<file path="src/redirect_pkg.sv">
// committer flush causes and redirect source encodings

package redirect_pkg;

  // ======================================================================
  // committer flush cause
  // ======================================================================
  typedef enum logic [1:0] {
    SILENT_FLUSH  = 2'd0,  // resume at epc+4
    ANOTHER_FLUSH = 2'd1,  // refetch at epc
    TRAP          = 2'd2,  // jump to trap vector
    XRET          = 2'd3   // back to saved exception pc
  } flush_cause_t;

  // ======================================================================
  // which side won the redirect
  // ======================================================================
  typedef enum logic [1:0] {
    SRC_NONE   = 2'd0,
    SRC_COMMIT = 2'd1,
    SRC_BRANCH = 2'd2
  } redirect_src_t;

endpackage

</file>
<file path="src/fetch_pkg.sv">
// fetch block sizes, buffer limits, fetch state enum, address and block types

package fetch_pkg;

  // ======================================================================
  // sizes
  // ======================================================================
  parameter int ADDR_W          = 32;
  parameter int FETCH_BYTES     = 8;                // one aligned fetch block
  parameter int BLOCK_W         = 8 * FETCH_BYTES;
  parameter int IBUF_DEPTH      = 4;
  parameter int MAX_OUTSTANDING = 2;                // memory requests in flight

  parameter logic [ADDR_W-1:0] RESET_PC = 32'h0000_1000;

  // ======================================================================
  // types
  // ======================================================================
  typedef logic [ADDR_W-1:0]  vaddr_t;
  typedef logic [BLOCK_W-1:0] block_t;

  // fetch sequencing states
  typedef enum logic [1:0] {
    INIT            = 2'd0,
    FETCH_REQ       = 2'd1,
    WAIT_IBUF_FREE  = 2'd2,  // no room for another response
    WAIT_FLUSH_FREE = 2'd3   // stale responses still in flight
  } if_state_t;

endpackage
</file>
<file path="src/fetch_frontend.sv">
// fetch frontend top with redirect, pc counter, FSM, memory port and buffer

`timescale 1ns/1ps

module fetch_frontend #(
  parameter int                ADDR_W          = fetch_pkg::ADDR_W,
  parameter int                FETCH_BYTES     = fetch_pkg::FETCH_BYTES,
  parameter int                IBUF_DEPTH      = fetch_pkg::IBUF_DEPTH,
  parameter int                MAX_OUTSTANDING = fetch_pkg::MAX_OUTSTANDING,
  parameter logic [ADDR_W-1:0] RESET_PC        = fetch_pkg::RESET_PC
) (
  input  logic                       i_clk,
  input  logic                       i_reset_n,
  // committer
  input  logic                       i_cmt_flush,
  input  redirect_pkg::flush_cause_t i_cmt_cause,
  input  fetch_pkg::vaddr_t          i_cmt_epc,
  input  fetch_pkg::vaddr_t          i_trap_vec,
  input  fetch_pkg::vaddr_t          i_xret_pc,
  // branch resolution
  input  logic                       i_br_mispredict,
  input  fetch_pkg::vaddr_t          i_br_target,
  // instruction memory
  output logic                       o_mem_req_valid,
  output fetch_pkg::vaddr_t          o_mem_req_addr,
  input  logic                       i_mem_req_ready,
  input  logic                       i_mem_resp_valid,
  input  fetch_pkg::block_t          i_mem_resp_data,
  // dispatch
  output logic                       o_disp_valid,
  output fetch_pkg::vaddr_t          o_disp_pc,
  output fetch_pkg::block_t          o_disp_block,
  input  logic                       i_disp_ready
);

  logic                                 w_flush;
  fetch_pkg::vaddr_t                    w_target;
  logic                                 w_fetch_req;
  logic                                 w_pc_advance;
  fetch_pkg::vaddr_t                    w_fetch_pc;
  logic [$clog2(MAX_OUTSTANDING+1)-1:0] w_outstanding;
  logic                                 w_drain_busy;
  logic                                 w_resp_push;
  fetch_pkg::vaddr_t                    w_push_pc;
  fetch_pkg::block_t                    w_push_block;
  logic [$clog2(IBUF_DEPTH+1)-1:0]      w_free_slots;

  redirect_unit #(.ADDR_W(ADDR_W), .FETCH_BYTES(FETCH_BYTES)) u_redirect (
    .i_cmt_flush(i_cmt_flush), .i_cmt_cause(i_cmt_cause), .i_cmt_epc(i_cmt_epc),
    .i_trap_vec(i_trap_vec), .i_xret_pc(i_xret_pc),
    .i_br_mispredict(i_br_mispredict), .i_br_target(i_br_target),
    .o_flush(w_flush), .o_src(), .o_target(w_target)
  );

  fetch_pc_counter #(.ADDR_W(ADDR_W), .FETCH_BYTES(FETCH_BYTES), .RESET_PC(RESET_PC)) u_pc (
    .i_clk(i_clk), .i_reset_n(i_reset_n), .i_flush(w_flush), .i_target(w_target),
    .i_advance(w_pc_advance), .o_pc(w_fetch_pc)
  );

  fetch_ctrl_fsm #(.IBUF_DEPTH(IBUF_DEPTH), .MAX_OUTSTANDING(MAX_OUTSTANDING)) u_fsm (
    .i_clk(i_clk), .i_reset_n(i_reset_n), .i_flush(w_flush),
    .i_mem_req_ready(i_mem_req_ready), .i_free_slots(w_free_slots),
    .i_outstanding(w_outstanding), .i_drain_busy(w_drain_busy),
    .o_fetch_req(w_fetch_req), .o_pc_advance(w_pc_advance), .o_state()
  );

  fetch_mem_port #(.MAX_OUTSTANDING(MAX_OUTSTANDING)) u_mem_port (
    .i_clk(i_clk), .i_reset_n(i_reset_n), .i_flush(w_flush),
    .i_req_valid(w_fetch_req), .i_req_addr(w_fetch_pc), .i_mem_req_ready(i_mem_req_ready),
    .o_mem_req_valid(o_mem_req_valid), .o_mem_req_addr(o_mem_req_addr),
    .i_mem_resp_valid(i_mem_resp_valid), .i_mem_resp_data(i_mem_resp_data),
    .o_outstanding(w_outstanding), .o_drain_busy(w_drain_busy),
    .o_push(w_resp_push), .o_push_pc(w_push_pc), .o_push_block(w_push_block)
  );

  fetch_inst_buffer #(.IBUF_DEPTH(IBUF_DEPTH)) u_ibuf (
    .i_clk(i_clk), .i_reset_n(i_reset_n), .i_flush(w_flush),
    .i_push(w_resp_push), .i_push_pc(w_push_pc), .i_push_block(w_push_block),
    .o_free_slots(w_free_slots), .o_disp_valid(o_disp_valid),
    .o_disp_pc(o_disp_pc), .o_disp_block(o_disp_block), .i_disp_ready(i_disp_ready)
  );

endmodule

</file>
<file path="src/fetch_inst_buffer.sv">
// circular FIFO of fetched blocks toward dispatch with free count and flush

`timescale 1ns/1ps

module fetch_inst_buffer #(
  parameter int IBUF_DEPTH = fetch_pkg::IBUF_DEPTH
) (
  input  logic                            i_clk,
  input  logic                            i_reset_n,
  input  logic                            i_flush,
  input  logic                            i_push,
  input  fetch_pkg::vaddr_t               i_push_pc,
  input  fetch_pkg::block_t               i_push_block,
  output logic [$clog2(IBUF_DEPTH+1)-1:0] o_free_slots,
  output logic                            o_disp_valid,
  output fetch_pkg::vaddr_t               o_disp_pc,
  output fetch_pkg::block_t               o_disp_block,
  input  logic                            i_disp_ready
);

  localparam int CNT_W = $clog2(IBUF_DEPTH+1);
  localparam int PTR_W = (IBUF_DEPTH > 1) ? $clog2(IBUF_DEPTH) : 1;

  logic              w_pop;
  logic [CNT_W-1:0]  r_count;
  logic [PTR_W-1:0]  r_wr_ptr;
  logic [PTR_W-1:0]  r_rd_ptr;
  fetch_pkg::vaddr_t r_pc_mem    [IBUF_DEPTH];
  fetch_pkg::block_t r_block_mem [IBUF_DEPTH];

  assign w_pop = o_disp_valid & i_disp_ready;

  // ======================================================================
  // pointers and occupancy
  // ======================================================================
  always_ff @(posedge i_clk or negedge i_reset_n) begin
    if (!i_reset_n) begin
      r_count  <= '0;
      r_wr_ptr <= '0;
      r_rd_ptr <= '0;
    end else if (i_flush) begin
      r_count  <= '0;  // drop everything from the old path
      r_wr_ptr <= '0;
      r_rd_ptr <= '0;
    end else begin
      r_count <= r_count + CNT_W'(i_push) - CNT_W'(w_pop);
      if (i_push) begin
        r_wr_ptr <= (r_wr_ptr == PTR_W'(IBUF_DEPTH-1)) ? '0 : r_wr_ptr + PTR_W'(1);
      end
      if (w_pop) begin
        r_rd_ptr <= (r_rd_ptr == PTR_W'(IBUF_DEPTH-1)) ? '0 : r_rd_ptr + PTR_W'(1);
      end
    end
  end

  // entry storage
  always_ff @(posedge i_clk) begin
    if (i_push) begin
      r_pc_mem[r_wr_ptr]    <= i_push_pc;
      r_block_mem[r_wr_ptr] <= i_push_block;
    end
  end

  // ======================================================================
  // dispatch side
  // ======================================================================
  assign o_disp_valid = (r_count != '0);
  assign o_disp_pc    = r_pc_mem[r_rd_ptr];
  assign o_disp_block = r_block_mem[r_rd_ptr];
  assign o_free_slots = CNT_W'(IBUF_DEPTH) - r_count;  // FSM sizes requests by this

endmodule

</file>
<file path="src/fetch_mem_port.sv">
// memory request and response port with in-flight count and stale drop

`timescale 1ns/1ps

module fetch_mem_port #(
  parameter int MAX_OUTSTANDING = fetch_pkg::MAX_OUTSTANDING
) (
  input  logic                                 i_clk,
  input  logic                                 i_reset_n,
  input  logic                                 i_flush,
  input  logic                                 i_req_valid,
  input  fetch_pkg::vaddr_t                    i_req_addr,
  input  logic                                 i_mem_req_ready,
  output logic                                 o_mem_req_valid,
  output fetch_pkg::vaddr_t                    o_mem_req_addr,
  input  logic                                 i_mem_resp_valid,
  input  fetch_pkg::block_t                    i_mem_resp_data,
  output logic [$clog2(MAX_OUTSTANDING+1)-1:0] o_outstanding,
  output logic                                 o_drain_busy,
  output logic                                 o_push,
  output fetch_pkg::vaddr_t                    o_push_pc,
  output fetch_pkg::block_t                    o_push_block
);

  localparam int OUT_W = $clog2(MAX_OUTSTANDING+1);
  localparam int PTR_W = (MAX_OUTSTANDING > 1) ? $clog2(MAX_OUTSTANDING) : 1;

  logic              w_fire;
  logic [OUT_W-1:0]  w_outstanding_next;
  logic [OUT_W-1:0]  r_outstanding;
  logic [OUT_W-1:0]  r_discard;    // stale responses still to drop
  logic [PTR_W-1:0]  r_wr_ptr;
  logic [PTR_W-1:0]  r_rd_ptr;
  fetch_pkg::vaddr_t r_addr_q [MAX_OUTSTANDING];

  assign o_mem_req_valid = i_req_valid;
  assign o_mem_req_addr  = i_req_addr;
  assign w_fire          = i_req_valid & i_mem_req_ready;

  assign w_outstanding_next = r_outstanding + OUT_W'(w_fire) - OUT_W'(i_mem_resp_valid);

  // ======================================================================
  // in-flight and discard counters
  // ======================================================================
  always_ff @(posedge i_clk or negedge i_reset_n) begin
    if (!i_reset_n) begin
      r_outstanding <= '0;
      r_discard     <= '0;
      r_wr_ptr      <= '0;
      r_rd_ptr      <= '0;
    end else begin
      r_outstanding <= w_outstanding_next;
      if (i_flush) begin
        r_discard <= w_outstanding_next;       // all that is left belongs to the old path
      end else if (i_mem_resp_valid && (r_discard != '0)) begin
        r_discard <= r_discard - OUT_W'(1);
      end
      if (w_fire) begin
        r_wr_ptr <= (r_wr_ptr == PTR_W'(MAX_OUTSTANDING-1)) ? '0 : r_wr_ptr + PTR_W'(1);
      end
      if (i_mem_resp_valid) begin
        r_rd_ptr <= (r_rd_ptr == PTR_W'(MAX_OUTSTANDING-1)) ? '0 : r_rd_ptr + PTR_W'(1);
      end
    end
  end

  // request address queue, responses come back in order
  always_ff @(posedge i_clk) begin
    if (w_fire) begin
      r_addr_q[r_wr_ptr] <= i_req_addr;
    end
  end

  assign o_outstanding = r_outstanding;
  assign o_drain_busy  = (r_discard != '0);
  assign o_push        = i_mem_resp_valid & (r_discard == '0) & ~i_flush;
  assign o_push_pc     = r_addr_q[r_rd_ptr];
  assign o_push_block  = i_mem_resp_data;

endmodule

</file>
<file path="src/fetch_ctrl_fsm.sv">
// fetch state machine for request issue, buffer stalls and flush drain

`timescale 1ns/1ps

module fetch_ctrl_fsm #(
  parameter int IBUF_DEPTH      = fetch_pkg::IBUF_DEPTH,
  parameter int MAX_OUTSTANDING = fetch_pkg::MAX_OUTSTANDING
) (
  input  logic                                 i_clk,
  input  logic                                 i_reset_n,
  input  logic                                 i_flush,
  input  logic                                 i_mem_req_ready,
  input  logic [$clog2(IBUF_DEPTH+1)-1:0]      i_free_slots,
  input  logic [$clog2(MAX_OUTSTANDING+1)-1:0] i_outstanding,
  input  logic                                 i_drain_busy,
  output logic                                 o_fetch_req,
  output logic                                 o_pc_advance,
  output fetch_pkg::if_state_t                 o_state
);

  fetch_pkg::if_state_t r_state;
  fetch_pkg::if_state_t w_state_next;
  logic                 w_room;
  logic                 w_issue_state;

  // ======================================================================
  // issue condition
  // ======================================================================
  // every request in flight must find a free buffer slot on return
  assign w_room = (int'(i_free_slots) > int'(i_outstanding)) &&
                  (int'(i_outstanding) < MAX_OUTSTANDING);

  // once the drain is over the first target request can go out at once
  assign w_issue_state = (r_state == fetch_pkg::FETCH_REQ) ||
                         ((r_state == fetch_pkg::WAIT_FLUSH_FREE) && !i_drain_busy);

  assign o_fetch_req  = w_issue_state & w_room & ~i_flush;  // old path dies on flush
  assign o_pc_advance = o_fetch_req & i_mem_req_ready;

  // ======================================================================
  // next state
  // ======================================================================
  always_comb begin
    w_state_next = r_state;
    case (r_state)
      fetch_pkg::INIT: begin
        w_state_next = fetch_pkg::FETCH_REQ;
      end
      fetch_pkg::FETCH_REQ: begin
        if (!w_room) begin
          w_state_next = fetch_pkg::WAIT_IBUF_FREE;
        end
      end
      fetch_pkg::WAIT_IBUF_FREE: begin
        if (w_room) begin
          w_state_next = fetch_pkg::FETCH_REQ;  // dispatch freed a slot
        end
      end
      fetch_pkg::WAIT_FLUSH_FREE: begin
        if (!i_drain_busy) begin
          w_state_next = w_room ? fetch_pkg::FETCH_REQ : fetch_pkg::WAIT_IBUF_FREE;
        end
      end
      default: begin
        w_state_next = fetch_pkg::INIT;
      end
    endcase
    // any redirect restarts the drain wait
    if (i_flush) begin
      w_state_next = fetch_pkg::WAIT_FLUSH_FREE;
    end
  end

  always_ff @(posedge i_clk or negedge i_reset_n) begin
    if (!i_reset_n) begin
      r_state <= fetch_pkg::INIT;
    end else begin
      r_state <= w_state_next;
    end
  end

  assign o_state = r_state;

endmodule

</file>
<file path="src/fetch_pc_counter.sv">
// fetch block address register with block step and redirect load

`timescale 1ns/1ps

module fetch_pc_counter #(
  parameter int                ADDR_W      = fetch_pkg::ADDR_W,
  parameter int                FETCH_BYTES = fetch_pkg::FETCH_BYTES,
  parameter logic [ADDR_W-1:0] RESET_PC    = fetch_pkg::RESET_PC
) (
  input  logic              i_clk,
  input  logic              i_reset_n,
  input  logic              i_flush,
  input  fetch_pkg::vaddr_t i_target,  // already aligned
  input  logic              i_advance,
  output fetch_pkg::vaddr_t o_pc
);

  localparam fetch_pkg::vaddr_t BLOCK_STEP = fetch_pkg::vaddr_t'(FETCH_BYTES);

  fetch_pkg::vaddr_t r_pc;

  // ======================================================================
  // block address
  // ======================================================================
  always_ff @(posedge i_clk or negedge i_reset_n) begin
    if (!i_reset_n) begin
      r_pc <= RESET_PC;
    end else if (i_flush) begin
      r_pc <= i_target;               // redirect beats a normal step
    end else if (i_advance) begin
      r_pc <= r_pc + BLOCK_STEP;      // request accepted by memory
    end
  end

  assign o_pc = r_pc;

endmodule

</file>
<file path="src/redirect_unit.sv">
// redirect target selection from committer flush and branch mispredict

`timescale 1ns/1ps

module redirect_unit #(
  parameter int ADDR_W      = fetch_pkg::ADDR_W,
  parameter int FETCH_BYTES = fetch_pkg::FETCH_BYTES
) (
  input  logic                       i_cmt_flush,
  input  redirect_pkg::flush_cause_t i_cmt_cause,
  input  fetch_pkg::vaddr_t          i_cmt_epc,
  input  fetch_pkg::vaddr_t          i_trap_vec,
  input  fetch_pkg::vaddr_t          i_xret_pc,
  input  logic                       i_br_mispredict,
  input  fetch_pkg::vaddr_t          i_br_target,
  output logic                       o_flush,
  output redirect_pkg::redirect_src_t o_src,
  output fetch_pkg::vaddr_t          o_target
);

  localparam int OFF_W = $clog2(FETCH_BYTES);
  localparam logic [ADDR_W-1:0] ALIGN_MASK = {{(ADDR_W-OFF_W){1'b1}}, {OFF_W{1'b0}}};

  fetch_pkg::vaddr_t w_target_raw;

  // commit is older than any branch in flight, so it wins
  always_comb begin
    o_src        = redirect_pkg::SRC_NONE;
    w_target_raw = i_br_target;
    if (i_cmt_flush) begin
      o_src = redirect_pkg::SRC_COMMIT;
      case (i_cmt_cause)
        redirect_pkg::SILENT_FLUSH:  w_target_raw = i_cmt_epc + fetch_pkg::vaddr_t'(4);
        redirect_pkg::ANOTHER_FLUSH: w_target_raw = i_cmt_epc;
        redirect_pkg::TRAP:          w_target_raw = i_trap_vec;
        redirect_pkg::XRET:          w_target_raw = i_xret_pc;
        default:                     w_target_raw = i_cmt_epc;
      endcase
    end else if (i_br_mispredict) begin
      o_src = redirect_pkg::SRC_BRANCH;
    end
  end

  assign o_flush  = (o_src != redirect_pkg::SRC_NONE);
  assign o_target = w_target_raw & ALIGN_MASK;  // block address of target

endmodule

</file>
<file path="config.mk">
export PLATFORM = sky130hd
export DESIGN_NAME = fetch_frontend
export DESIGN_NICKNAME = d
export VERILOG_FILES = /design/src/redirect_pkg.sv /design/src/fetch_pkg.sv /design/src/fetch_frontend.sv /design/src/fetch_inst_buffer.sv /design/src/fetch_mem_port.sv /design/src/fetch_ctrl_fsm.sv /design/src/fetch_pc_counter.sv /design/src/redirect_unit.sv
export SDC_FILE = /design/constraint.sdc
export NUM_CORES = 1
export LEC_CHECK = 0
export BUFFER_PORTS_ARGS = -buffer_cell sky130_fd_sc_hd__buf_2
export CAP_MARGIN = 25
export CORE_ASPECT_RATIO = 0.9
export CORE_MARGIN = 4
export CORE_UTILIZATION = 25
export CTS_CLUSTER_SIZE = 24
export DETAILED_ROUTE_END_ITERATION = 16
export PLACE_DENSITY = 0.44
export SLEW_MARGIN = 30
export SYNTH_ARGS = -nofsm -noshare
export SYNTH_HDL_FRONTEND = slang
export SYNTH_SLANG_ARGS = --single-unit
export TNS_END_PERCENT = 1
</file>
<file path="constraint.sdc">
create_clock -name i_clk -period 5.1 [get_ports i_clk]
set_clock_uncertainty 0.15 [all_clocks]
set_input_delay 0.51 -clock i_clk [delete_from_list [all_inputs] [get_ports i_clk]]
set_output_delay 0.51 -clock i_clk [all_outputs]
set_load 0.02 [all_outputs]
</file>
==> metrics.yaml <==
floorplanning:
  rows: 97
  die_x_um: 304
  core_um2: 78000
  io_pins: 331
  die_y_um: 275
  die-area_um2: 83500
  start_util: 0.253
critical_path:
  crit_family: "simple AND/OR/NAND/NOR gates"
  cp-end-kind: "output port"
  cp-start-kind: "flop"
  critPathSlowestCell: "a311o_2"
  critPathMostFrequentCell: "ha_1"
  arrival_ps: 2930
  worstPathRequired_ps: 4440
  crit_chain: "inv_1 > ha_1 > ha_1 > and3_4 > a311o_2 > nor3_1 > buf_2"
  criticalPathCategory: "reg -> out"
  crit_buf_inv: 2
  max_stage_delay_ps: 450
  worstPathMaxFanout: 8
cells_and_area:
  seq_area_um2: 14000
  multi_input_area_um2: 5400
  finalNetCount: 1737
  final_util: 0.322
  areaGrowthSynthToFinish_pct: 27.2
  stdcell_count: 2602
  fillers: 7660
  final_layout_size_suffix_gt1_frac: 0.368
routing:
  drt_first_pass_iters: 7
  wl_per_cell_um: 20.7
  vias_per_cell: 4.44
  num_vias: 11600
  route.detailed.drc: 0
  wirelength_mm: 54.0
  drt_iter0_drc: 569
  ant_nets: 0
pwr:
  power.density_nw_per_um2: 383
  seqPwrFrac: 0.481
  p_int_mw: 7.31
  finalPower_mw: 9.61
  power.share.combinational: 0.107
  swShare: 0.239
  peakVddDrop_mv: 0.208
  p_sw_mw: 2.30
  p_leak_nw: 8.65
  clkPwrFrac: 0.412
synthesis:
  synth_top_cell_by_area: "edfxtp_1"
  yosysMostFrequentCell: "edfxtp_1"
  synth_cells: 1114
  synth_common_cells: "edfxtp_1 (430), mux4_2 (94), nand2_1 (53)"
  async_reset_ff_frac: 0.0928
  synthesis.area_um2: 19700
  yosysSeqAreaShare: 0.710
  synthFlopType: "edfxtp_1"
  netlist-cell-type-count: 76
  synth_edf_count: 430
  avgSynthCellArea_um2: 17.7
  ys_top_cells_by_area: "edfxtp_1 (65%), mux4_2 (11%), dfrtp_1 (5.4%)"
  ys_warn_count: 0
  ys_seq_elements: 474
  synth.top_cell.area_share: 0.654
clock_tree:
  clockRootBuffer: "clkbuf_16"
  clock_sink_count: 474
  clk_latency_ps: 580
  cts_buffer_depth: 3
  cts_buffers: 56
  cts_setup_buffers: 0
  cts_tree: "done"
  clkTransAtPathRegs_ps: 60
  h-tree-depth: 2
placement:
  gp_congestion: 0.825
  dp_hpwl_mm: 36.2
  port_buffers: 313
  placed_cells: 2434
timing:
  grt_setup_unrepaired: "false"
  min_period_ps: 3590
  post-route-period-util: 0.703
  tns_ps: 0
  worst_hold_slack_ps: 58.9
  fmaxAchievable_ghz: 0.279
  max_slew_margin: 0.407
  setup_viol: 0
  report.final.hold_viol_count: 0
  slew_viol_final: 0
  worst_pin_slew_ps: 886
grt:
  grt_use_total: 0.126
  antenna_found_initial: 4
  grt_pass1_wl_mm: 80.1
  grt_max_degree: 45
  grt_remaining_overflow: 0
  grt_pass1_vias: 12400
hold_path:
  hold_class: "in -> reg"
job:
  cap_violations: 0
outcome:
  status: "finished clean"
kinds of logic (layout without fill, tap and decap cells):
group                    count (synthesis)  after routing  share of synthesized area
buffers and inverters                   87            530                     0.0185
XOR/XNOR                                45             45                     0.0200
adder cells (fa/ha/maj)                 17             17                     0.0112
multiplexers                           156            156                      0.141
flip-flops                             474            474                      0.710
other                                    1              7                   0.000190
AND/OR/NAND/NOR                        209            209                     0.0564
AO/OA/AOI/OAI                          125            125                     0.0428
cells in the final DEF, fill, tap and decap left out, types with 5 or more instances in the layout:
cell type / count
a21oi_1: 33
nand3_1: 19
inv_1: 28
mux2_2: 38
edfxtp_1: 430
buf_4: 16
dlygate4sd3_1: 66
buf_2: 313
nand2_1: 53
clkbuf_16: 57
clkinv_2: 10
conb_1: 6
nor4_1: 10
o22ai_1: 9
nor3_1: 16
mux2i_1: 23
o211ai_1: 8
nor2b_1: 5
bufinv_16: 6
and2_1: 5
a221oi_1: 10
dfrtp_1: 40
a31oi_1: 5
clkinv_1: 6
mux4_2: 94
nand4_1: 16
nor2_1: 42
o221ai_1: 7
clkbuf_1: 14
xor2_1: 20
buf_12: 5
a211oi_1: 5
o21ai_0: 18
ha_1: 16
xnor2_1: 25
and3_1: 6
clkbuf_8: 6
path summary, 6_finish.rpt:
| path | slack, ps | start | end | cells past startpoint |
|---|---|---|---|---|
| hold reg to reg | 350 | u_mem_port.r_wr_ptr$_DFFE_PN0P_ | u_mem_port.r_wr_ptr$_DFFE_PN0P_ | 1 |
| setup / recovery | 1510 | u_ibuf.r_count[1]$_DFF_PN0_ | o_mem_req_valid | 7 |
| setup reg to reg | 1560 | u_ibuf.r_count[1]$_DFF_PN0_ | u_mem_port.r_addr_q[1][28]$_DFFE_PP_ | 10 |
| max in group asynchronous | 3900 | i_reset_n | u_ibuf.r_rd_ptr[1]$_DFFE_PN0P_ | 3 |
| hold / removal | 60 | i_br_target[3] | u_pc.o_pc[3]$_DFFE_PN0P_ | 3 |
| min in group asynchronous | 420 | i_reset_n | u_pc.o_pc[6]$_DFFE_PN0P_ | 3 |
layout make-up:
type                    instances  area share
well taps                    1039      0.0518
inverters                      29     0.00434
repair buffers                400      0.0975
diodes                          1   0.0000997
flip-flops and latches        474       0.559
clock inverters                24      0.0107
multi-input cells             558       0.215
clock buffers                  77      0.0622
flip-flops by register name (all words and copies together), names as in the netlist:
register,count
u_ibuf.r_block_mem,256
u_fsm.o_state,2
u_ibuf.r_rd_ptr,2
u_mem_port.r_rd_ptr,1
u_ibuf.r_pc_mem,116
u_mem_port.o_outstanding,2
u_mem_port.r_wr_ptr,1
u_ibuf.r_count,3
u_ibuf.r_wr_ptr,2
u_mem_port.r_discard,2
u_pc.o_pc,29
u_mem_port.r_addr_q,58
worst reg2reg max path, delay by kind of cell (launching register included):
family                   cells  cell delay [ps]
AO/OA/AOI/OAI                1              450
adder cells (fa/ha/maj)      2              570
buffers and inverters        3              630
flip-flops                   1              400
AND/OR/NAND/NOR              4              950
power by group through the flow:
stage	registers (mW)	logic [mW]	clock network, mW
2_1_floorplan	4.65	0.605	0
6_report	4.62	1.03	3.96
4_1_cts	4.63	1.05	4.11
3_3_place_gp	4.70	0.988	0
5_1_grt	4.64	1.14	4.26
3_5_place_dp	4.71	1.00	0
layer usage:
metal	vias to the layer above	track usage	routed length [um]
li1	5284	-	-
met1	5771	0.164	23600
met2	415	0.206	24900
met3	80	0.0394	4300
met4	2	0.0307	1160
met5	-	0	7
through the flow:
step                      area [um2]  setup slack (ps)
after detailed placement       22600              1580
after global routing           25100              1360
final                          25100              1510
after floorplan                19800              1090
after global placement         22600              1600
after CTS                      25100              1360
repair_timing:
action	4_1_cts	5_1_grt
resized for setup	0	0
hold buffers	66	0
endpoints found under the hold margin	300	0
Note: power is estimated with default switching activity, not from simulation.
